--- src/fixPointPkg.sv ---
package fixPointPkg;

	////////////////////////////////////////
	// Q16.16 number format
	////////////////////////////////////////

	// Element width and fraction bits
	localparam int DATA_W = 32;
	localparam int FRAC_W = 16;

	// One signed matrix element
	typedef logic signed [DATA_W-1:0] fixT;

	// Full product of two elements before rescaling
	typedef logic signed [2*DATA_W-1:0] prodT;

	// One quotient bit per step over the shifted dividend
	localparam int DIV_STEPS = DATA_W + FRAC_W;

	// 1.0 in Q16.16
	localparam fixT FIX_ONE = fixT'(1 << FRAC_W);

endpackage

--- src/matrixPkg.sv ---
package matrixPkg;

	// Matrix order and augmented width
	localparam int N = 5;
	localparam int AUG_COLS = 2 * N;

	// Row index and column index into the augmented array
	typedef logic [2:0] rowIdxT;
	typedef logic [3:0] colIdxT;

	// Sequencer states
	typedef enum logic [2:0]
	{
		IDLE,
		PIVOT_READ,
		NORM_DIV,
		NORM_WRITE,
		FACTOR_READ,
		ELIM_STEP,
		ELIM_WRITE,
		FINISH
	} inverterStateT;

endpackage

--- src/matrixPortIf.sv ---
interface matrixPortIf;

	// Element addresses from the sequencer
	matrixPkg::rowIdxT rowA;
	matrixPkg::rowIdxT rowB;
	matrixPkg::colIdxT col;

	// Elements [rowA][col] and [rowB][col]
	fixPointPkg::fixT dataA;
	fixPointPkg::fixT dataB;

	// Write back to [rowA][col]
	logic wrEn;
	fixPointPkg::fixT wrData;

	modport store (input rowA, rowB, col, wrEn, wrData, output dataA, dataB);

	modport seq (output rowA, rowB, col, wrEn, wrData);

	// Arithmetic units only see the read data
	modport unit (input dataA, dataB);

endinterface

--- src/rowEliminator.sv ---
module rowEliminator (
	input  logic                clk,
	input  logic                rstN,
	matrixPortIf.unit           port,
	input  logic                loadFactor,
	output fixPointPkg::fixT    diff
);
	import fixPointPkg::*;

	// Element of the target row in the pivot column
	fixT factor;
	prodT product;
	fixT scaled;

	// Factor times the pivot row element, back to Q16.16
	assign product = prodT'(factor) * prodT'(port.dataB);
	assign scaled = fixT'(product >>> FRAC_W);

	always_ff @(posedge clk or negedge rstN)
	begin
		if (!rstN)
		begin
			factor <= '0;
			diff <= '0;
		end
		else
		begin
			if (loadFactor)
			begin
				factor <= port.dataA;
			end

			// One element of the row subtraction per cycle
			diff <= port.dataA - scaled;
		end
	end

endmodule

--- src/flat_wrapper.sv ---
// flat-port wrapper written by rule: the top's interface ports become plain ports
module rowEliminator_flat import fixPointPkg::*;
  (clk, rstN, loadFactor, diff, port_dataA, port_dataB);
  matrixPortIf port_i ();
  input  logic clk;
  input  logic rstN;
  input  logic loadFactor;
  output fixPointPkg::fixT diff;
  input wire logic [$bits(port_i.dataA)-1:0] port_dataA;
  input wire logic [$bits(port_i.dataB)-1:0] port_dataB;
  assign port_i.dataA = port_dataA;
  assign port_i.dataB = port_dataB;
  rowEliminator u_core (.clk(clk), .rstN(rstN), .port(port_i), .loadFactor(loadFactor), .diff(diff));
endmodule
--- config.mk ---
export PLATFORM = sky130hd
export DESIGN_NAME = rowEliminator_flat
export DESIGN_NICKNAME = d
export VERILOG_FILES = /design/src/fixPointPkg.sv /design/src/matrixPkg.sv /design/src/matrixPortIf.sv /design/src/rowEliminator.sv /design/src/flat_wrapper.sv
export SDC_FILE = /design/constraint.sdc
export NUM_CORES = 2
export LEC_CHECK = 0
export ABC_AREA = 1
export ABC_CLOCK_PERIOD_IN_PS = 17000
export BUFFER_PORTS_ARGS = -buffer_cell sky130_fd_sc_hd__buf_2
export CELL_PAD_IN_SITES_DETAIL_PLACEMENT = 0
export CELL_PAD_IN_SITES_GLOBAL_PLACEMENT = 1
export CORE_MARGIN = 5
export CORE_UTILIZATION = 54
export CTS_CLUSTER_DIAMETER = 120
export CTS_CLUSTER_SIZE = 30
export DETAILED_ROUTE_END_ITERATION = 16
export HOLD_SLACK_MARGIN = 0.1
export PLACE_DENSITY = 0.9
export SLEW_MARGIN = 20
export SYNTH_ARGS = -nofsm -noshare
export SYNTH_HDL_FRONTEND = slang
export SYNTH_SLANG_ARGS = --single-unit
--- constraint.sdc ---
create_clock -name clk -period 17 [get_ports clk]
set_input_delay 2.55 -clock clk [delete_from_list [all_inputs] [get_ports clk]]
set_output_delay 2.55 -clock clk [all_outputs]
set_load 0.01 [all_outputs]
==> results.json <==
{
  "crit_fanout": 32,
  "outcome": "complete, no violations",
  "postCtsResizedCells": 0,
  "cts.sinks": 64,
  "hold_path.class": "reg -> reg",
  "ys.flop_type": "dfrtp_1",
  "grt_pass1_wl_um": 151000,
  "worstMarginPinSlew_ps": 1180,
  "clockBufferDepth": 2,
  "core-area_um2": 62900,
  "grt_max_degree": 65,
  "initial_core_util": 0.543,
  "synth_nets": 5434,
  "syn2layout_area_growth_pct": 4.10,
  "final_util": 0.565,
  "clock_latency_ps": 330,
  "viasPerCell": 5.06,
  "cp_slowest_cell": "fa_1",
  "timing.max_cap.violations": 0,
  "ant_nets": 0,
  "layout-drive-gt1-share": 0.0491,
  "die_area_um2": 68300,
  "slew_headroom": 0.214,
  "syn_avg_cell_area_um2": 7.87,
  "finalHoldViolCount": 0,
  "critPathRequiredTime_ps": 17220,
  "antenna_found_initial": 7,
  "grt_usage": 0.282,
  "cp_common_cell": "fa_1",
  "fp.dieH_um": 261,
  "ioPinCount": 99,
  "path_clk_slew_ps": 50,
  "hold_start": "u_core.factor[6]",
  "drt_pre_antenna_iters": 5,
  "drv_slew": 0,
  "holdBufCountCts": 0,
  "drc": 0,
  "timing.clock.skew_ps": 5.79,
  "whs_ps": 505,
  "routed-via-count": 26100,
  "rows": 92,
  "tritoncts": "built",
  "synth_seq_cells": 64,
  "grt_pass1_vias": 28600,
  "setup_violations": 0,
  "htreeDepth": 3,
  "r2r_start": "u_core.factor[11]",
  "ys_warn_count": 0,
  "post_cts_buffers": 0,
  "synth_edf_count": 0,
  "root_buffer": "clkbuf_16",
  "worstSetupPathType": "in -> reg",
  "numPortBuffers": 98,
  "start_kind": "input pin",
  "synth-async-reset-ratio": 1.00,
  "final_cell_mix": "1410 x inv_1, 1138 x nand2_1, 839 x fa_1, 194 x ha_1, 104 x a21oi_1",
  "seqCellArea_um2": 1600,
  "reg2reg_depth": 34,
  "cp-startpoint": "port_dataB[8]",
  "rsz0062_at_grt": "false",
  "overflow": 0,
  "fin_tns_setup_ps": 0,
  "layout_commonest_cell": "inv_1",
  "multi_input_area_um2": 26400,
  "n_fill_cell": 5826,
  "wire_per_inst_um": 17.6,
  "post-route-min-period_ps": 11080,
  "nets": 5388,
  "slowest_delay_ps": 610,
  "period_share": 0.652,
  "die_x_um": 261,
  "seq_area_frac_synth": 0.0470,
  "synthesis.area_um2": 34100,
  "cts_buffers": 9,
  "routabilityCongestion": 0.952,
  "critPathCaptureType": "register",
  "synthCells": 4334,
  "first_iter_violations": 1807,
  "fmax_ghz": 0.0902,
  "worst_hold_path.num_cells": 1,
  "yosysUniqueCellTypes": 46,
  "arrival_ps": 11310,
  "wl_um": 90800,
  "hpwl_um": 75100
}
==> logic make-up after synthesis <==
family,share of synthesized area
simple gates,0.152
compound gates,0.0358
mux,0.00759
xor+xnor,0.0154
fa+ha+maj,0.564
flops,0.0470
buf+inv,0.178
==> flip-flops by register name, summed over array words and instances, names as in the netlist <==
name           flops
u_core.factor     32
u_core.diff       32
==> routing by layer <==
metal  part of all wire  routed length [um]  track usage  vias to the layer above
li1                   -                   -            -                    11900
met1               0.39               35500        0.368                    13100
met2               0.49               44600        0.475                      855
met3              0.065                5900       0.0393                      210
met4              0.053                4780        0.123                        2
met5           0.000077                   7            0                        -
==> worst max-delay path: cells and delay by family <==
kind / cells / cell delay (ps)
adders and majority gates: 10 / 4970
AOI/OAI and AO/OA: 8 / 1770
buffers and inverters: 5 / 840
xor gates and xnor gates: 1 / 380
and+or+nand+nor: 8 / 740
==> worst paths after layout <==
| kind | to | slack (ps) |
|---|---|---|
| max | u_core.diff[31] | 5920 |
| max reg2reg | u_core.diff[31] | 7450 |
| min | u_core.factor[6] | 510 |
| min in group asynchronous | u_core.diff[15] | 2410 |
| min reg2reg | u_core.factor[6] | 510 |
| max in group asynchronous | u_core.factor[18] | 14010 |
==> cells in the mapped netlist (all sizes together) (10+ instances only) <==
master / number / share of area
a21oi: 108 / 0.016
buf: 25 / 0.0037
clkbuf: 168 / 0.019
dfrtp: 64 / 0.047
fa: 839 / 0.49
ha: 194 / 0.071
inv: 1417 / 0.16
mux2: 23 / 0.0076
nand2: 1143 / 0.13
nand3: 62 / 0.0097
nor2: 95 / 0.011
nor3: 10 / 0.0015
o21a: 13 / 0.0029
o21ai: 64 / 0.0098
xnor2: 26 / 0.0067
xor2: 34 / 0.0087
==> per-stage QoR <==
| stage | std cells | cell area (um^2) | setup slack [ps] |
|---|---|---|---|
| 6_report | 5145 | 35500 | 5920 |
| 5_1_grt | 5143 | 35500 | 5500 |
| 4_1_cts | 5139 | 35500 | 6020 |
| 3_5_place_dp | 5123 | 35200 | 5710 |
| 3_3_place_gp | 5123 | 35200 | 5640 |
| 2_1_floorplan | 4334 | 34100 | 7090 |
==> layout make-up <==
| cell class | count | area share |
|---|---|---|
| well taps | 846 | 0.0298 |
| clock inverters | 4 | 0.00148 |
| clock buffers | 12 | 0.00722 |
| inverters | 1417 | 0.150 |
| flip-flops and latches | 64 | 0.0451 |
| multi-input cells | 2660 | 0.744 |
| diodes | 6 | 0.000423 |
| repair buffers | 136 | 0.0218 |
Power is left out: the tool's default activity adds up to more than one toggle a clock period on the data nets, which glitch-free logic cannot reach.
