### src/fixPointPkg.sv
package fixPointPkg;

	////////////////////////////////////////
	// Q16.16 number format
	////////////////////////////////////////

	// Element width and fraction bits
	localparam int DATA_W = 32;
	localparam int FRAC_W = 16;

	// One signed matrix element
	typedef logic signed [DATA_W-1:0] fixT;

	// Full product of two elements before rescaling
	typedef logic signed [2*DATA_W-1:0] prodT;

	// One quotient bit per step over the shifted dividend
	localparam int DIV_STEPS = DATA_W + FRAC_W;

	// 1.0 in Q16.16
	localparam fixT FIX_ONE = fixT'(1 << FRAC_W);

endpackage

### src/matrixPkg.sv
package matrixPkg;

	// Matrix order and augmented width
	localparam int N = 5;
	localparam int AUG_COLS = 2 * N;

	// Row index and column index into the augmented array
	typedef logic [2:0] rowIdxT;
	typedef logic [3:0] colIdxT;

	// Sequencer states
	typedef enum logic [2:0]
	{
		IDLE,
		PIVOT_READ,
		NORM_DIV,
		NORM_WRITE,
		FACTOR_READ,
		ELIM_STEP,
		ELIM_WRITE,
		FINISH
	} inverterStateT;

endpackage

### src/matrixPortIf.sv
interface matrixPortIf;

	// Element addresses from the sequencer
	matrixPkg::rowIdxT rowA;
	matrixPkg::rowIdxT rowB;
	matrixPkg::colIdxT col;

	// Elements [rowA][col] and [rowB][col]
	fixPointPkg::fixT dataA;
	fixPointPkg::fixT dataB;

	// Write back to [rowA][col]
	logic wrEn;
	fixPointPkg::fixT wrData;

	modport store (input rowA, rowB, col, wrEn, wrData, output dataA, dataB);

	modport seq (output rowA, rowB, col, wrEn, wrData);

	// Arithmetic units only see the read data
	modport unit (input dataA, dataB);

endinterface

### src/rowNormalizer.sv
module rowNormalizer (
	input  logic                clk,
	input  logic                rstN,
	matrixPortIf.unit           port,
	input  logic                loadPivot,
	output logic                pivotZero,
	input  logic                divStart,
	output fixPointPkg::fixT    quotient,
	output logic                quotientValid
);
	import fixPointPkg::*;

	localparam int CNT_W = $clog2(DIV_STEPS + 1);

	// Magnitude of a signed element
	function automatic logic [DATA_W-1:0] magOf(input fixT v);
		return v[DATA_W-1] ? DATA_W'(-v) : DATA_W'(v);
	endfunction

	fixT pivot;
	logic [DATA_W-1:0] pivotMag;
	logic negResult;

	// Dividend shifts out the top while quotient bits shift in
	logic [DIV_STEPS-1:0] quoReg;
	logic [DATA_W-1:0] remReg;
	logic [DATA_W:0] trial;
	logic [DATA_W:0] trialDiff;
	logic [DATA_W-1:0] quoMag;
	logic [CNT_W-1:0] stepCnt;

	assign pivotZero = (pivot == '0);
	assign pivotMag = magOf(pivot);

	////////////////////////////////////////
	// Step count and valid strobe
	////////////////////////////////////////

	always_ff @(posedge clk or negedge rstN)
	begin
		if (!rstN)
		begin
			stepCnt <= '0;
			quotientValid <= 1'b0;
		end
		else
		begin
			quotientValid <= 1'b0;
			if (divStart)
			begin
				stepCnt <= CNT_W'(DIV_STEPS);
			end
			else if (stepCnt != '0)
			begin
				stepCnt <= stepCnt - CNT_W'(1);
				// Last step lands this edge
				if (stepCnt == CNT_W'(1))
				begin
					quotientValid <= 1'b1;
				end
			end
		end
	end

	////////////////////////////////////////
	// Restoring divide datapath
	////////////////////////////////////////

	assign trial = {remReg, quoReg[DIV_STEPS-1]};
	assign trialDiff = trial - {1'b0, pivotMag};

	always_ff @(posedge clk)
	begin
		if (loadPivot)
		begin
			pivot <= port.dataA;
		end

		if (divStart)
		begin
			quoReg <= {magOf(port.dataA), FRAC_W'(0)};
			remReg <= '0;
			negResult <= port.dataA[DATA_W-1] ^ pivot[DATA_W-1];
		end
		else if (stepCnt != '0)
		begin
			// Borrow means the divisor did not fit
			quoReg <= {quoReg[DIV_STEPS-2:0], ~trialDiff[DATA_W]};
			remReg <= trialDiff[DATA_W] ? trial[DATA_W-1:0] : trialDiff[DATA_W-1:0];
		end
	end

	// Sign applied after the magnitude divide, so truncation is toward zero
	assign quoMag = quoReg[DATA_W-1:0];
	assign quotient = negResult ? -fixT'(quoMag) : fixT'(quoMag);

endmodule

### src/flat_wrapper.sv
// flat-port wrapper written by rule: the top's interface ports become plain ports
module rowNormalizer_flat import fixPointPkg::*;
  (clk, rstN, loadPivot, pivotZero, divStart, quotient, quotientValid, port_dataA, port_dataB);
  matrixPortIf port_i ();
  input  logic clk;
  input  logic rstN;
  input  logic loadPivot;
  output logic pivotZero;
  input  logic divStart;
  output fixPointPkg::fixT quotient;
  output logic quotientValid;
  input wire logic [$bits(port_i.dataA)-1:0] port_dataA;
  input wire logic [$bits(port_i.dataB)-1:0] port_dataB;
  assign port_i.dataA = port_dataA;
  assign port_i.dataB = port_dataB;
  rowNormalizer u_core (.clk(clk), .rstN(rstN), .port(port_i), .loadPivot(loadPivot), .pivotZero(pivotZero), .divStart(divStart), .quotient(quotient), .quotientValid(quotientValid));
endmodule
### config.mk
export PLATFORM = sky130hd
export DESIGN_NAME = rowNormalizer_flat
export DESIGN_NICKNAME = d
export VERILOG_FILES = /design/src/fixPointPkg.sv /design/src/matrixPkg.sv /design/src/matrixPortIf.sv /design/src/rowNormalizer.sv /design/src/flat_wrapper.sv
export SDC_FILE = /design/constraint.sdc
export NUM_CORES = 1
export LEC_CHECK = 0
export BUFFER_PORTS_ARGS = -buffer_cell sky130_fd_sc_hd__buf_2
export CAP_MARGIN = 20
export CORE_UTILIZATION = 30
export DETAILED_ROUTE_END_ITERATION = 7
export GPL_TIMING_DRIVEN = 1
export PLACE_DENSITY = 0.56
export SYNTH_ARGS = -nofsm -noshare
export SYNTH_HDL_FRONTEND = slang
export SYNTH_SLANG_ARGS = --single-unit
export TNS_END_PERCENT = 5
### constraint.sdc
create_clock -name clk -period 14.3 [get_ports clk]
set_clock_uncertainty 0.1 [all_clocks]
set_input_delay 4.29 -clock clk [delete_from_list [all_inputs] [get_ports clk]]
set_output_delay 4.29 -clock clk [all_outputs]
set_load 0.005 [all_outputs]
==> flow_summary.toml <==
[yosys]
netlist_instances = 937
ys.flop_type = "sky130_fd_sc_hd__edfxtp_1"
ys_seq_elements = 120
synth.yosys.warnings = 0
part_of_the_yosys_area_used_for_sequential_elements = 0.374
yosys.cell_types.count = 61
number_of_nets_produced_by_synthesis = 1044
synth-edff-count = 65
ys_async_sr_fraction = 0.0583
synthesis.area_per_instance_um2 = 8.81
post_synth_instance_area_um2 = 8260

[setup_path]
largest_stage_delay_worst_path_ns = 0.57
timing.critical_path.from_type = "register"
worstPathCellList = "or4_4 > or4_1 > or2_1 > or3_4 > or3_4 > or4_4 > o31ai_2 > xnor2_1 > buf_2"
critical_path.slowest_cell = "sky130_fd_sc_hd__or4_4"
critical_path.max_fanout = 7
crit_required_ns = 9.91
category_of_the_most_critical_setup_path = "register to output port"
worstPathArrival_ns = 3.80
worstSetupEndpointType = "output port"
reg2reg_from = "u_core.pivot[2]$_DFFE_PP_"
critPathLaunch = "u_core.quoReg[6]$_SDFFE_PP0N_"

[sta]
post-route-period-util = 0.573
timing.setup.tns_ns = 0
slew_headroom = 0.267
report.final.setup_viol = 0
finalCriticalPeriod_ns = 8.19
final_max_slew_viol_count = 0
setup_ws_ns = 6.11
timing.fmax_ghz = 0.122
rsz0062_at_grt = "false"
actual_transition_at_the_worst_max_transition_pin_ns = 1.09
hold_viol = 0

[placement]
dp_slack_ns = 6.55
io_buffer_count = 69
global_placer_s_final_weighted_congestion = 0.827
detailedPlacementHpwl_um = 15300

[floorplanning]
die_width_um = 168
core-area_um2 = 27000
placement_rows = 60
floorplan.io_pins = 102
die_y_um = 168
die_area_um2 = 28200
initial_core_utilization = 0.306

[global_routing]
globalRoute.totalOverflow = 0
grt_antenna_before_repair = 2
vias_in_the_first_global_route = 6909
grt_pass1_wl_um = 35900
grt_start_max_net_pins = 82
gr-usage-all-layers = 0.160

[route]
vias = 7041
wl_met2_um = 10600
viasPerCell = 5.24
drt-wirelength-per-cell_um = 16.3
routed-wl-met3_um = 799
antenna_violating_nets_post_route = 0
detail_route.wirelength_um = 21800
m1WireLength_um = 10100
highest_layer = "met5"
dr.pass1.iters = 5
first_iter_violations = 387
drt_drc_violations_left = 0

[clock_tree]
cts_setup_buffers = 0
tritoncts_clock_tree = "yes"
cts_resized = 0
numCtsBuffers = 17
clk_pin_slew_worst_paths_ns = 0.06
cts_htree_levels = 4
cts.hold.buffers_added = 0
cts_buffer_depth = 2
worst_skew_pair.late_latency_ns = 0.42
cts.sinks = 120
clock-root-buffer = "sky130_fd_sc_hd__clkbuf_16"

[layout]
area_growth_pct = 15.2
nNetsFinal = 1095
final_layout_size_suffix_gt1_frac = 0.118
fill_cells = 2762

[status]
run_status = "finished, final reports clean"

[power_and_ir_drop]
power.leakage_uw = 0.00376
cellPowerDensity_nw_per_um2 = 108
ir_drop_mv = 0.0639

[worst_hold_path]
min_path_type = "register to register"
beginning_of_the_worst_hold_path = "u_core.quoReg[5]$_SDFFE_PP0N_"

[job]
cap_violations = 0
[final timing paths]
path	endpoint	cells after the start	slack, ns
min in group asynchronous	u_core.quotientValid$_DFF_PN0_	1	3.60
hold reg to reg	u_core.quoReg[5]$_SDFFE_PP0N_	2	0.40
setup / recovery	quotient[31]	9	6.11
setup reg to reg	u_core.remReg[30]$_SDFFE_PP0N_	16	7.99
max in group asynchronous	u_core.stepCnt[0]$_DFFE_PN0P_	1	10.34
hold / removal	u_core.quoReg[5]$_SDFFE_PP0N_	2	0.40
[metrics by stage]
step	utilization	hold slack [ns]	area [um^2]	cells	power, uW
after global placement	0.332	0.385	8930	1310	611
after floorplan	-	0.365	8260	937	552
after global routing	0.353	0.431	9510	1343	1070
after detailed placement	0.332	0.392	8930	1310	613
final	0.353	0.402	9510	1343	1020
after CTS	0.353	0.405	9510	1342	1030
[cells in the final DEF, fill, tap and decap left out, types with 12 or more instances in the layout]
cell type	n
sky130_fd_sc_hd__a211oi_1	23
sky130_fd_sc_hd__xor2_1	51
sky130_fd_sc_hd__buf_2	69
sky130_fd_sc_hd__or3_1	14
sky130_fd_sc_hd__o41ai_1	12
sky130_fd_sc_hd__clkbuf_16	20
sky130_fd_sc_hd__inv_1	19
sky130_fd_sc_hd__ha_1	38
sky130_fd_sc_hd__o31ai_1	28
sky130_fd_sc_hd__o21ai_0	77
sky130_fd_sc_hd__dfxtp_1	48
sky130_fd_sc_hd__edfxtp_1	65
sky130_fd_sc_hd__xnor2_1	69
sky130_fd_sc_hd__a21oi_1	57
sky130_fd_sc_hd__mux2i_1	23
sky130_fd_sc_hd__nor3_1	13
sky130_fd_sc_hd__nand2_1	150
sky130_fd_sc_hd__or4_1	17
sky130_fd_sc_hd__nor2_1	55
[cells by family after synthesis]
group / count (synthesis) / share of synthesized area
AO/OA/AOI/OAI: 261 / 0.202
XOR/XNOR: 120 / 0.127
adder cells (fa/ha/maj): 39 / 0.0600
buffers and inverters: 62 / 0.0288
flip-flops: 120 / 0.374
multiplexers: 26 / 0.0320
AND/OR/NAND/NOR: 309 / 0.176
[state kept, by name, indices dropped and copies added (netlist names)]
register              count
u_core.quotientValid      1
u_core.stepCnt            6
u_core.negResult          1
u_core.remReg            32
u_core.pivot             32
u_core.quoReg            48
[critical path: cells and delay by family (launching register included)]
family                 cells  cell delay, ns
AO/OA/AOI/OAI              1            0.21
XOR/XNOR                   1            0.18
buffers and inverters      1            0.16
flip-flops                 1            0.37
AND/OR/NAND/NOR            6            2.45
[report_power, final]
part           internal (uW)  total (uW)  switching [uW]
sequential               392         416            24.1
combinational           79.9         191             111
clock                    254         417             164
[layout make-up]
type	instances	area, um^2	area share
multi-input cells	755	4960	0.521
inverters	19	71.3	0.00750
well taps	341	427	0.0449
clock buffers	24	515	0.0542
diodes	1	2.50	0.000263
repair buffers	75	390	0.0410
clock inverters	8	58.8	0.00618
flip-flops and latches	120	3090	0.325
[synthesized netlist by cell type, drive strengths merged (23+ instances only)]
| library cell | count | area (um^2) |
|---|---|---|
| nand2 | 151 | 567 |
| a21oi | 57 | 285 |
| xor2 | 51 | 447 |
| xnor2 | 69 | 604 |
| a211oi | 24 | 180 |
| mux2i | 23 | 230 |
| dfxtp | 48 | 961 |
| clkbuf | 37 | 139 |
| o21ai | 77 | 385 |
| nor2 | 55 | 206 |
| ha | 38 | 475 |
| o31ai | 29 | 223 |
| edfxtp | 65 | 1950 |
[layer usage]
layer / track usage / vias to the layer above
li1: - / 3545
met1: 0.200 / 3325
met2: 0.277 / 140
met3: 0.0263 / 29
met4: 0.0558 / 2
met5: 0 / -
(Power assumes the default switching activity.)
