`src/fixPointPkg.sv`:
```
package fixPointPkg;

	////////////////////////////////////////
	// Q16.16 number format
	////////////////////////////////////////

	// Element width and fraction bits
	localparam int DATA_W = 32;
	localparam int FRAC_W = 16;

	// One signed matrix element
	typedef logic signed [DATA_W-1:0] fixT;

	// Full product of two elements before rescaling
	typedef logic signed [2*DATA_W-1:0] prodT;

	// One quotient bit per step over the shifted dividend
	localparam int DIV_STEPS = DATA_W + FRAC_W;

	// 1.0 in Q16.16
	localparam fixT FIX_ONE = fixT'(1 << FRAC_W);

endpackage

```
`src/matrixPkg.sv`:
```
package matrixPkg;

	// Matrix order and augmented width
	localparam int N = 5;
	localparam int AUG_COLS = 2 * N;

	// Row index and column index into the augmented array
	typedef logic [2:0] rowIdxT;
	typedef logic [3:0] colIdxT;

	// Sequencer states
	typedef enum logic [2:0]
	{
		IDLE,
		PIVOT_READ,
		NORM_DIV,
		NORM_WRITE,
		FACTOR_READ,
		ELIM_STEP,
		ELIM_WRITE,
		FINISH
	} inverterStateT;

endpackage

```
`src/matrixPortIf.sv`:
```
interface matrixPortIf;

	// Element addresses from the sequencer
	matrixPkg::rowIdxT rowA;
	matrixPkg::rowIdxT rowB;
	matrixPkg::colIdxT col;

	// Elements [rowA][col] and [rowB][col]
	fixPointPkg::fixT dataA;
	fixPointPkg::fixT dataB;

	// Write back to [rowA][col]
	logic wrEn;
	fixPointPkg::fixT wrData;

	modport store (input rowA, rowB, col, wrEn, wrData, output dataA, dataB);

	modport seq (output rowA, rowB, col, wrEn, wrData);

	// Arithmetic units only see the read data
	modport unit (input dataA, dataB);

endinterface

```
`src/gaussJordanCtrl.sv`:
```
module gaussJordanCtrl (
	input  logic                clk,
	input  logic                rstN,
	input  logic                start,
	matrixPortIf.seq            port,
	input  logic                pivotZero,
	input  fixPointPkg::fixT    quotient,
	input  logic                quotientValid,
	input  fixPointPkg::fixT    diff,
	output logic                initIdentity,
	output logic                loadPivot,
	output logic                divStart,
	output logic                loadFactor,
	output logic                busy,
	output logic                done,
	output logic                singular
);
	import matrixPkg::*;

	inverterStateT state;
	rowIdxT pivotRow;
	rowIdxT tgtRow;
	rowIdxT nextRow;
	rowIdxT firstRow;
	colIdxT colCnt;
	logic lastCol;

	assign lastCol = (colCnt == colIdxT'(AUG_COLS - 1));

	// Target rows skip the pivot row
	assign firstRow = (pivotRow == '0) ? rowIdxT'(1) : '0;

	always_comb
	begin
		nextRow = tgtRow + rowIdxT'(1);
		if (nextRow == pivotRow)
		begin
			nextRow = nextRow + rowIdxT'(1);
		end
	end

	////////////////////////////////////////
	// FSM
	////////////////////////////////////////

	always_ff @(posedge clk or negedge rstN)
	begin
		if (!rstN)
		begin
			state <= IDLE;
			pivotRow <= '0;
			tgtRow <= '0;
			colCnt <= '0;
			singular <= 1'b0;
		end
		else
		begin
			case (state)
				IDLE:
				begin
					if (start)
					begin
						pivotRow <= '0;
						colCnt <= '0;
						singular <= 1'b0;
						state <= PIVOT_READ;
					end
				end
				PIVOT_READ:
				begin
					state <= NORM_DIV;
				end
				NORM_DIV:
				begin
					// No row swap, a zero pivot ends the run
					if (pivotZero)
					begin
						singular <= 1'b1;
						state <= FINISH;
					end
					else
					begin
						state <= NORM_WRITE;
					end
				end
				NORM_WRITE:
				begin
					// Wait for the quotient, write it in the same cycle
					if (quotientValid)
					begin
						if (lastCol)
						begin
							colCnt <= '0;
							tgtRow <= firstRow;
							state <= FACTOR_READ;
						end
						else
						begin
							colCnt <= colCnt + colIdxT'(1);
							state <= NORM_DIV;
						end
					end
				end
				FACTOR_READ:
				begin
					state <= ELIM_STEP;
				end
				ELIM_STEP:
				begin
					state <= ELIM_WRITE;
				end
				ELIM_WRITE:
				begin
					if (!lastCol)
					begin
						colCnt <= colCnt + colIdxT'(1);
						state <= ELIM_STEP;
					end
					else
					begin
						colCnt <= '0;
						if (nextRow < rowIdxT'(N))
						begin
							tgtRow <= nextRow;
							state <= FACTOR_READ;
						end
						else if (pivotRow == rowIdxT'(N - 1))
						begin
							state <= FINISH;
						end
						else
						begin
							pivotRow <= pivotRow + rowIdxT'(1);
							state <= PIVOT_READ;
						end
					end
				end
				FINISH:
				begin
					state <= IDLE;
				end
				default:
				begin
					state <= IDLE;
				end
			endcase
		end
	end

	////////////////////////////////////////
	// Strobes and storage addressing
	////////////////////////////////////////

	assign initIdentity = (state == IDLE) && start;
	assign loadPivot = (state == PIVOT_READ);
	assign divStart = (state == NORM_DIV) && !pivotZero;
	assign loadFactor = (state == FACTOR_READ);
	assign busy = (state != IDLE) && (state != FINISH);
	assign done = (state == FINISH);

	assign port.rowA = (state == FACTOR_READ || state == ELIM_STEP || state == ELIM_WRITE)
		? tgtRow : pivotRow;
	assign port.rowB = pivotRow;

	// Pivot column for the pivot and factor reads
	assign port.col = (state == PIVOT_READ || state == FACTOR_READ)
		? colIdxT'(pivotRow) : colCnt;

	assign port.wrEn = ((state == NORM_WRITE) && quotientValid) || (state == ELIM_WRITE);
	assign port.wrData = (state == ELIM_WRITE) ? diff : quotient;

endmodule

```
`src/flat_wrapper.sv`:
```
// flat-port wrapper written by rule: the top's interface ports become plain ports
module gaussJordanCtrl_flat import matrixPkg::*;
  (clk, rstN, start, pivotZero, quotient, quotientValid, diff, initIdentity, loadPivot, divStart, loadFactor, busy, done, singular, port_rowA, port_rowB, port_col, port_wrEn, port_wrData);
  matrixPortIf port_i ();
  input  logic clk;
  input  logic rstN;
  input  logic start;
  input  logic pivotZero;
  input  fixPointPkg::fixT quotient;
  input  logic quotientValid;
  input  fixPointPkg::fixT diff;
  output logic initIdentity;
  output logic loadPivot;
  output logic divStart;
  output logic loadFactor;
  output logic busy;
  output logic done;
  output logic singular;
  output wire logic [$bits(port_i.rowA)-1:0] port_rowA;
  output wire logic [$bits(port_i.rowB)-1:0] port_rowB;
  output wire logic [$bits(port_i.col)-1:0] port_col;
  output wire logic [$bits(port_i.wrEn)-1:0] port_wrEn;
  output wire logic [$bits(port_i.wrData)-1:0] port_wrData;
  assign port_rowA = port_i.rowA;
  assign port_rowB = port_i.rowB;
  assign port_col = port_i.col;
  assign port_wrEn = port_i.wrEn;
  assign port_wrData = port_i.wrData;
  gaussJordanCtrl u_core (.clk(clk), .rstN(rstN), .start(start), .port(port_i), .pivotZero(pivotZero), .quotient(quotient), .quotientValid(quotientValid), .diff(diff), .initIdentity(initIdentity), .loadPivot(loadPivot), .divStart(divStart), .loadFactor(loadFactor), .busy(busy), .done(done), .singular(singular));
endmodule
```
`config.mk`:
```
export PLATFORM = sky130hd
export DESIGN_NAME = gaussJordanCtrl_flat
export DESIGN_NICKNAME = d
export VERILOG_FILES = /design/src/fixPointPkg.sv /design/src/matrixPkg.sv /design/src/matrixPortIf.sv /design/src/gaussJordanCtrl.sv /design/src/flat_wrapper.sv
export SDC_FILE = /design/constraint.sdc
export NUM_CORES = 1
export LEC_CHECK = 0
export BUFFER_PORTS_ARGS = -buffer_cell sky130_fd_sc_hd__buf_2
export CAP_MARGIN = 30
export CORE_MARGIN = 3
export CORE_UTILIZATION = 44
export DETAILED_ROUTE_END_ITERATION = 8
export PLACE_DENSITY = 0.87
export SLEW_MARGIN = 20
export SYNTH_ARGS = -nofsm -noshare
export SYNTH_HDL_FRONTEND = slang
export SYNTH_SLANG_ARGS = --single-unit
```
`constraint.sdc`:
```
create_clock -name clk -period 3.7 [get_ports clk]
set_input_delay 0.37 -clock clk [delete_from_list [all_inputs] [get_ports clk]]
set_output_delay 0.37 -clock clk [all_outputs]
set_load 0.05 [all_outputs]
```
==> metrics.yaml, run 1 <==
global_routing:
  grt_max_degree: 38
  met1_usage_pct: 27.7
  busiest_layer: "met2"
  grt_pass1_wl_um: 7750
  antenna_found_initial: 0
  grt_util_met2_pct: 38.2
  grt_usage_pct: 21.8
  grt.met3_usage_pct: 2.55
  grt_pass1_vias: 1773
  gr-total-overflow: 0
sta:
  grt_setup_unrepaired: "no"
  fin_crit_ns: 2.61
  max_slew_margin_pct: 63.0
  maxSlewViolCount: 0
  fin_skew_ns: 0.00692
  fmax_mhz: 383
  tightestPinTransition_ns: 0.554
  final-setup-viol-count: 0
  tns_ns: 0
  hold_viol_final: 0
  fin_crit_sh_pct: 70.6
  finalHoldWorstSlack_ns: 0.366
floorplanning:
  rows: 21
  coreArea_um2: 3420
  pin_count: 119
  die_h_um: 66.0
  die_area_um2: 4360
  die_x_um: 66.0
  start_util_pct: 46.4
cts:
  numCtsBuffers: 3
  clk_pin_slew_ns: 0.08
  h-tree-depth: 1
  post_cts_buffers: 0
  cts_tree: "built"
  cts-root-buf: "clkbuf_4"
  clock_path_buffers: 2
  clk_latency_ns: 0.29
  cts_resized: 0
  hold_buffers: 1
  cts.sinks: 14
yosys:
  mappedNetlistArea_um2: 1590
  synth_edf_count: 0
  synth.top_cell.area_share_pct: 26.7
  synth_seq_cells: 14
  synth_cells: 243
  yosys_warnings: 0
  ys_top_cells_by_count: "nand2_1, nor2_1, dfrtp_1"
  syn-num-nets: 318
  synth_area_leaders: "nand2_1, dfrtp_1, ha_1, nor2_1, mux2i_1"
  yosysUniqueCellTypes: 45
  avgSynthCellArea_um2: 6.53
  synth_top_cell_by_area: "nand2_1"
  ys_async_sr_fraction_pct: 100
  synthFlopType: "dfrtp_1"
  yosysMostFrequentCell: "nand2_1"
  ys_seq_area_share_pct: 22.1
setup_path:
  path_cells: "and2b_1 > nand2_1 > buf_8 > nand2_1 > nand2_1 > buf_2"
  critPathKind: "flip-flop to primary output"
  max_stage_delay_ns: 0.60
  cp_common_cell: "nand2_1"
  critPathRequiredTime_ns: 3.33
  cp_max_fo: 20
  critical-path-slowest-cell: "dfrtp_1"
  cp-end-kind: "primary output"
  cp.arrival_ns: 2.24
  startpoint_type: "flip-flop"
routing:
  wire_per_inst_um: 12.2
  firstDrtPassIters: 4
  wirelength_um: 4880
  routed-via-count: 1987
  ant_nets: 0
  dr.first_iter.drc_count: 87
  vias_per_cell: 4.97
  drc: 0
outcome:
  status: "complete, no violations"
hold_path:
  hold_path.class: "primary input to flip-flop"
placement:
  place.gp.congestion: 0.858
  dp_hpwl_um: 3870
  placement.io_buffers: 118
finish:
  areaGrowthSynthToFinish_pct: 42.0
  diodes: 0
  layout-drive-gt1-share_pct: 39.0
  seqCellArea_um2: 350
  fillerInstances: 336
  multi_input_area_um2: 1160
  utilization_pct: 65.9
  final_nets: 430
run:
  max_cap_viol_count: 0
pwr:
  ir_worst_vdd_v: 0.000503
  p_leak_nw: 1.34
  powerDensity_nw_per_um2: 663
state kept, by name, indices dropped and copies added (netlist names):
signal,cells
u_core.colCnt,4
u_core.port.rowB,3
u_core.state,3
u_core.tgtRow,3
u_core.singular,1
layout by cell type (no fill, tap or decap), types with 3 or more instances in the layout:
| cell type | synthesis | routed |
|---|---|---|
| buf_2 | 2 | 118 |
| nand2_1 | 113 | 113 |
| nor2_1 | 17 | 17 |
| dfrtp_1 | 14 | 14 |
| o21ai_0 | 9 | 9 |
| inv_1 | 7 | 7 |
| a21oi_1 | 7 | 7 |
| ha_1 | 6 | 6 |
| mux2i_1 | 5 | 5 |
| and2_1 | 4 | 4 |
| o31ai_1 | 3 | 3 |
| xor2_1 | 3 | 3 |
| clkbuf_4 | 0 | 3 |
power by group:
part | total [mW] | switching [mW] | internal [mW] | leakage [nW]
Clock | 0.113 | 0.0533 | 0.0600 | 0.0210
Sequential | 0.311 | 0.109 | 0.202 | 0.175
Combinational | 1.07 | 0.767 | 0.301 | 1.15
final timing paths:
| path | from | end | slack, ns | cells after the start |
|---|---|---|---|---|
| setup / recovery | u_core.state[0] | port_wrData[21] | 1.09 | 6 |
| max in group asynchronous | rstN | u_core.state[1] | 2.95 | 2 |
| hold reg to reg | u_core.singular | u_core.singular | 0.55 | 2 |
| setup reg to reg | u_core.tgtRow[0] | u_core.port.rowB[1] | 1.31 | 7 |
| hold / removal | pivotZero | u_core.singular | 0.37 | 3 |
| min in group asynchronous | rstN | u_core.colCnt[2] | 0.50 | 2 |
critical path, delay by kind of cell (launching register included):
kind	cells	cell delay, ns
DFF	1	0.60
and+or+nand+nor	4	0.86
buffers and inverters	2	0.49
metrics by stage:
step	power, mW	cell area (um2)	instances	setup slack, ns
6_report	1.49	2250	400	1.09
3_3_place_gp	1.35	2190	394	1.20
4_1_cts	1.50	2250	400	1.08
3_5_place_dp	1.38	2210	395	1.31
5_1_grt	1.60	2250	400	0.880
2_1_floorplan	1.14	1590	243	0.556
cell families after synthesis:
| kind of cell | after synthesis | synth area share, % |
|---|---|---|
| DFF | 14 | 22.1 |
| muxes | 7 | 5.52 |
| xor gates and xnor gates | 5 | 3.71 |
| AOI/OAI and AO/OA | 35 | 15.8 |
| buffers and inverters | 21 | 5.21 |
| adders and majority gates | 6 | 4.73 |
| and+or+nand+nor | 155 | 43.0 |
cell type report:
| type | instances | share of cell area, % |
|---|---|---|
| Timing Repair Buffer | 121 | 27.7 |
| Sequential cell | 14 | 15.6 |
| Clock buffer | 4 | 1.61 |
| Tap cell | 46 | 2.56 |
| Inverter | 7 | 1.17 |
| Multi-Input combinational cell | 208 | 51.4 |
metal layers:
layer / up-vias / share of wire (%)
met5: - / 0
met4: 0 / 1.5
met3: 7 / 7.2
met2: 79 / 50
met1: 873 / 41
li1: 1028 / -
No activity file was read; power rests on OpenSTA's default activity.
==> run 2: changes to the inputs <==
--- a/config.mk
+++ b/config.mk
@@ -8,9 +8,9 @@
 export BUFFER_PORTS_ARGS = -buffer_cell sky130_fd_sc_hd__buf_2
 export CAP_MARGIN = 30
 export CORE_MARGIN = 3
-export CORE_UTILIZATION = 44
+export CORE_UTILIZATION = 37
 export DETAILED_ROUTE_END_ITERATION = 8
-export PLACE_DENSITY = 0.87
+export PLACE_DENSITY = 0.78
 export SLEW_MARGIN = 20
 export SYNTH_ARGS = -nofsm -noshare
 export SYNTH_HDL_FRONTEND = slang
==> constraint.sdc (replaced) <==
create_clock -name clk -period 2.3 [get_ports clk]
set_input_delay 0.23 -clock clk [delete_from_list [all_inputs] [get_ports clk]]
set_output_delay 0.23 -clock clk [all_outputs]
set_load 0.05 [all_outputs]
==> metrics.yaml, run 2 (synthesis results as in run 1) <==
setup_path:
  critical-path-slowest-cell: "dfrtp_1"
  rr_worst_depth: 6
  r2r-start: "u_core.tgtRow[1]"
  critPathRequiredTime_ns: 2.43
  path_cells: "ha_2 > xor2_1 > nand3_1 > mux2i_4 > nand3_2 > mux2_4"
  startpoint_type: "flip-flop"
  r2r-end: "u_core.port.rowB[1]"
  crit_end: "u_core.port.rowB[1]"
  reg2reg_slack_ns: 0.16
  max_stage_delay_ns: 0.42
  cp-end-kind: "flip-flop"
  cp_max_fo: 7
  cp.arrival_ns: 2.27
  startpoint: "u_core.tgtRow[1]"
  critPathKind: "flip-flop to flip-flop"
cts:
  h-tree-depth: 1
  post_cts_buffers: 0
  cts.sinks: 14
  clk_latency_ns: 0.24
  cts_tree: "built"
  clock_path_buffers: 2
  cts-root-buf: "clkbuf_8"
  clk_pin_slew_ns: 0.06
  numCtsBuffers: 3
global_routing:
  grt_max_degree: 29
  antenna_found_initial: 0
  grt_pass1_vias: 1850
  gr-total-overflow: 0
  grt_pass1_wl_um: 8440
  grt_usage_pct: 19.9
sta:
  fin_crit_sh_pct: 92.9
  max_slew_margin_pct: 70.1
  hold_viol_final: 0
  final-setup-viol-count: 0
  maxSlewViolCount: 0
  finalHoldWorstSlack_ns: 0.285
  fmax_mhz: 468
  setup_ws_ns: 0.162
  fin_skew_ns: 0.00233
  tightestPinTransition_ns: 0.444
  fin_crit_ns: 2.14
finish:
  diodes: 0
  top_register: "u_core.colCnt"
  layout_commonest_cell: "buf_2"
  layout-drive-gt1-share_pct: 41.3
  final_cell_mix: "buf_2, nand2_1, nor2_1"
  largest_reg_flops: 4
  fillerInstances: 415
  utilization_pct: 57.8
  areaGrowthSynthToFinish_pct: 47.7
  final_area_um2: 2340
  final_nets: 435
floorplanning:
  pin_count: 119
  rows: 23
  start_util_pct: 39.1
  coreArea_um2: 4060
  die_x_um: 71.5
  die_h_um: 71.5
  die_area_um2: 5110
pwr:
  powerDensity_nw_per_um2: 1080
  ir_worst_vdd_v: 0.000713
  p_leak_nw: 1.38
placement:
  dpl_cell_area_um2: 2290
  placement.io_buffers: 118
  dp_hpwl_um: 4060
  place.gp.congestion: 0.850
  preCtsSetupSlack_ns: 0.160
routing:
  vias_per_cell: 4.91
  ant_nets: 0
  drc: 0
  firstDrtPassIters: 5
  wire_per_inst_um: 12.7
  dr.first_iter.drc_count: 76
  wirelength_um: 5180
  routed-via-count: 2005
hold_path:
  hold_path.class: "primary input to flip-flop"
  whs_path_depth: 3
run:
  max_cap_viol_count: 0
outcome:
  status: "complete, no violations"
==> run 2: cell types whose count changed in the layout (fill, tap and decap cells not counted), moves of 2 or more <==
cell,before,now
buf_4,1,5
clkbuf_4,3,0
o21ai_0,9,6
buf_12,0,2
clkbuf_8,1,3
o21ai_2,0,2
==> run 2: worst min path at each step <==
stage	startpoint	endpoint	slack, ns
4_1_cts	pivotZero	u_core.singular	0.29
5_1_grt	pivotZero	u_core.singular	0.31
3_5_place_dp	rstN	u_core.colCnt[1]	0.15
2_1_floorplan	rstN	u_core.colCnt[0]	-0.07
3_3_place_gp	rstN	u_core.colCnt[1]	0.15
6_report	pivotZero	u_core.singular	0.29
==> run 2: timing repair <==
item,CTS,global route
setup endpoints to repair,0,21
endpoints found under the hold margin,14,0
hold buffers,1,0
gates resized for setup,0,3
==> run 2: through the flow <==
stage / power (mW) / instances / TNS (ns)
final: 2.52 / 408 / 0
after global routing: 2.72 / 408 / -0.0105
after CTS: 2.53 / 408 / 0
after detailed placement: 2.31 / 404 / 0
after global placement: 2.28 / 404 / 0
after floorplan: 1.87 / 243 / -0.745
==> run 2: power by group <==
group,switching (mW),internal [mW]
sequential,0.0910,0.328
combinational,1.35,0.551
clock,0.0889,0.116
total,1.53,0.995
==> run 2: routing by layer <==
metal  track usage [%]  routed length (um)  vias to the layer above  share of wire (%)
met5                 0                   0                        -                  0
met4              4.38                  27                        0               0.52
met3              3.23                 310                        2                6.0
met2              35.3                2630                       65                 51
met1              25.2                2220                      899                 43
li1                  -                   -                     1039                  -
==> run 2: critical path: cells and delay by family (launching register included) <==
family	cells	cell delay (ns)
multiplexers	2	0.65
flip-flops	1	0.42
XOR/XNOR	1	0.20
AND/OR/NAND/NOR	2	0.32
adder cells (fa/ha/maj)	1	0.42
==> run 2: layout make-up <==
class	instances	area, um2	area share (%)
multi-input combinational	208	1180	50.6
timing repair buffer	126	678	28.9
sequential	14	350	14.9
tap	50	62.6	2.67
clock buffer	3	41.3	1.76
inverter	7	26.3	1.12
==> run 3: changes to the inputs <==
--- a/config.mk
+++ b/config.mk
@@ -5,12 +5,13 @@
 export SDC_FILE = /design/constraint.sdc
 export NUM_CORES = 1
 export LEC_CHECK = 0
-export BUFFER_PORTS_ARGS = -buffer_cell sky130_fd_sc_hd__buf_2
+export BUFFER_PORTS_ARGS = -buffer_cell sky130_fd_sc_hd__buf_4
 export CAP_MARGIN = 30
 export CORE_MARGIN = 3
-export CORE_UTILIZATION = 37
+export CORE_UTILIZATION = 38
+export CTS_BUF_LIST = sky130_fd_sc_hd__clkbuf_4
 export DETAILED_ROUTE_END_ITERATION = 8
-export PLACE_DENSITY = 0.78
+export PLACE_DENSITY = 0.8
 export SLEW_MARGIN = 20
 export SYNTH_ARGS = -nofsm -noshare
 export SYNTH_HDL_FRONTEND = slang
==> constraint.sdc (replaced) <==
create_clock -name clk -period 2.3 [get_ports clk]
set_input_delay 0.115 -clock clk [delete_from_list [all_inputs] [get_ports clk]]
set_output_delay 0.115 -clock clk [all_outputs]
set_load 0.05 [all_outputs]
==> metrics.yaml, run 3 (synthesis results as in run 1) <==
routing:
  ant_nets: 0
  firstDrtPassIters: 4
  wire_per_inst_um: 13.7
  routed-via-count: 2011
  wirelength_um: 5580
  drc: 0
  vias_per_cell: 4.94
  dr.first_iter.drc_count: 54
floorplanning:
  die_x_um: 70.6
  die_h_um: 70.6
  start_util_pct: 41.5
  coreArea_um2: 3830
  rows: 22
  die_area_um2: 4990
  pin_count: 119
global_routing:
  grt_pass1_vias: 1828
  grt_max_degree: 34
  grt_usage_pct: 21.1
  gr-total-overflow: 0
  grt_pass1_wl_um: 8790
  antenna_found_initial: 0
placement:
  dp_hpwl_um: 4500
  place.gp.congestion: 0.883
  dp_cells: 402
  placement.io_buffers: 118
setup_path:
  r2r-start: "u_core.tgtRow[1]"
  cp_max_fo: 32
  cp_common_cell: "nand2_1"
  startpoint_type: "flip-flop"
  cp.depth: 6
  critPathRequiredTime_ns: 2.18
  crit_end: "port_wrData[11]"
  cp.arrival_ns: 2.01
  reg2reg_slack_ns: 0.22
  cp-end-kind: "primary output"
  critical-path-slowest-cell: "dfrtp_1"
  startpoint: "u_core.state[0]"
  critPathTopFamily: "simple AND/OR/NAND/NOR gates"
  critPathKind: "flip-flop to primary output"
  worst-path-buf-inv: 2
  rr_worst_depth: 6
  r2r-end: "u_core.port.rowB[1]"
  max_stage_delay_ns: 0.49
  path_cells: "and2b_1 > and2_1 > buf_6 > nand2_1 > nand2_1 > buf_4"
finish:
  top_register: "u_core.colCnt"
  final_cell_mix: "buf_4, nand2_1, nor2_1"
  largest_reg_flops: 4
  areaGrowthSynthToFinish_pct: 64.9
  final_nets: 435
  layout_commonest_cell: "buf_4"
  fillerInstances: 352
  instances_no_fill: 407
  utilization_pct: 68.4
  layout-drive-gt1-share_pct: 40.9
  diodes: 0
run:
  max_cap_viol_count: 0
pwr:
  powerDensity_nw_per_um2: 1000
  ir_worst_vdd_v: 0.000832
  total_power_mw: 2.62
  p_leak_nw: 1.46
sta:
  tightestPinTransition_ns: 0.486
  fin_crit_sh_pct: 92.5
  final-setup-viol-count: 0
  grt_setup_unrepaired: "no"
  hold_viol_final: 0
  fmax_mhz: 470
  tns_ns: 0
  maxSlewViolCount: 0
  finalHoldWorstSlack_ns: 0.106
  fin_crit_ns: 2.13
  max_slew_margin_pct: 67.5
  fin_skew_ns: 0.00707
cts:
  cts-root-buf: "clkbuf_4"
  h-tree-depth: 1
  cts_tree: "built"
  clock_path_buffers: 2
  cts.sinks: 14
  numCtsBuffers: 3
  clk_latency_ns: 0.29
  clk_pin_slew_ns: 0.10
outcome:
  status: "complete, no violations"
hold_path:
  hold_path.class: "primary input to flip-flop"
run 3: layer usage:
layer	vias up	part of all wire [%]	GRT usage, %	wire, um
met5	-	0	0	0
met1	892	44	29.2	2430
li1	1038	-	-	-
met2	77	49	36.5	2740
met3	4	6.4	2.56	355
met4	0	0.82	2.71	46
run 3: worst register-to-register path, cell delays in order (launching register included):
cell     delay (ns)
dfrtp_1        0.43
ha_2           0.43
xor2_2         0.17
nand3_1        0.15
mux2i_4        0.33
nand3_2        0.15
mux2_4         0.31
run 3: cell type report:
class / instances / area [um2] / share of cell area [%]
multi-input cells: 208 / 1190 / 45.4
repair buffers: 126 / 965 / 36.9
flip-flops and latches: 14 / 350 / 13.4
well taps: 48 / 60.1 / 2.30
inverters: 7 / 26.3 / 1.00
clock buffers: 3 / 22.5 / 0.861
clock inverters: 1 / 3.75 / 0.143
run 3: report_power, final:
part           internal, mW  switching [mW]
sequential            0.327           0.106
clock                0.0630          0.0891
combinational         0.691            1.35
run 3: what timing repair did:
item                       CTS  global route
gates resized for setup      0             3
setup endpoints to repair    0             4
hold buffers                 1             0
hold endpoints to repair    14             0
setup buffers                0             0
run 3: worst min-delay path by stage:
stage              start                to  slack (ns)  cells after the start
6_report       pivotZero   u_core.singular        0.11                      3
4_1_cts        pivotZero   u_core.singular        0.11                      3
2_1_floorplan       rstN  u_core.colCnt[0]       -0.18                      0
3_5_place_dp        rstN  u_core.tgtRow[1]       -0.02                      1
5_1_grt        pivotZero   u_core.singular        0.13                      3
3_3_place_gp        rstN  u_core.tgtRow[1]       -0.02                      1
run 3: through the flow:
| stage | setup WS [ns] | area (um2) |
|---|---|---|
| 5_1_grt | 0.0534 | 2620 |
| 2_1_floorplan | -0.0744 | 1610 |
| 6_report | 0.172 | 2620 |
| 4_1_cts | 0.0958 | 2600 |
| 3_5_place_dp | 0.179 | 2570 |
| 3_3_place_gp | 0.247 | 2570 |
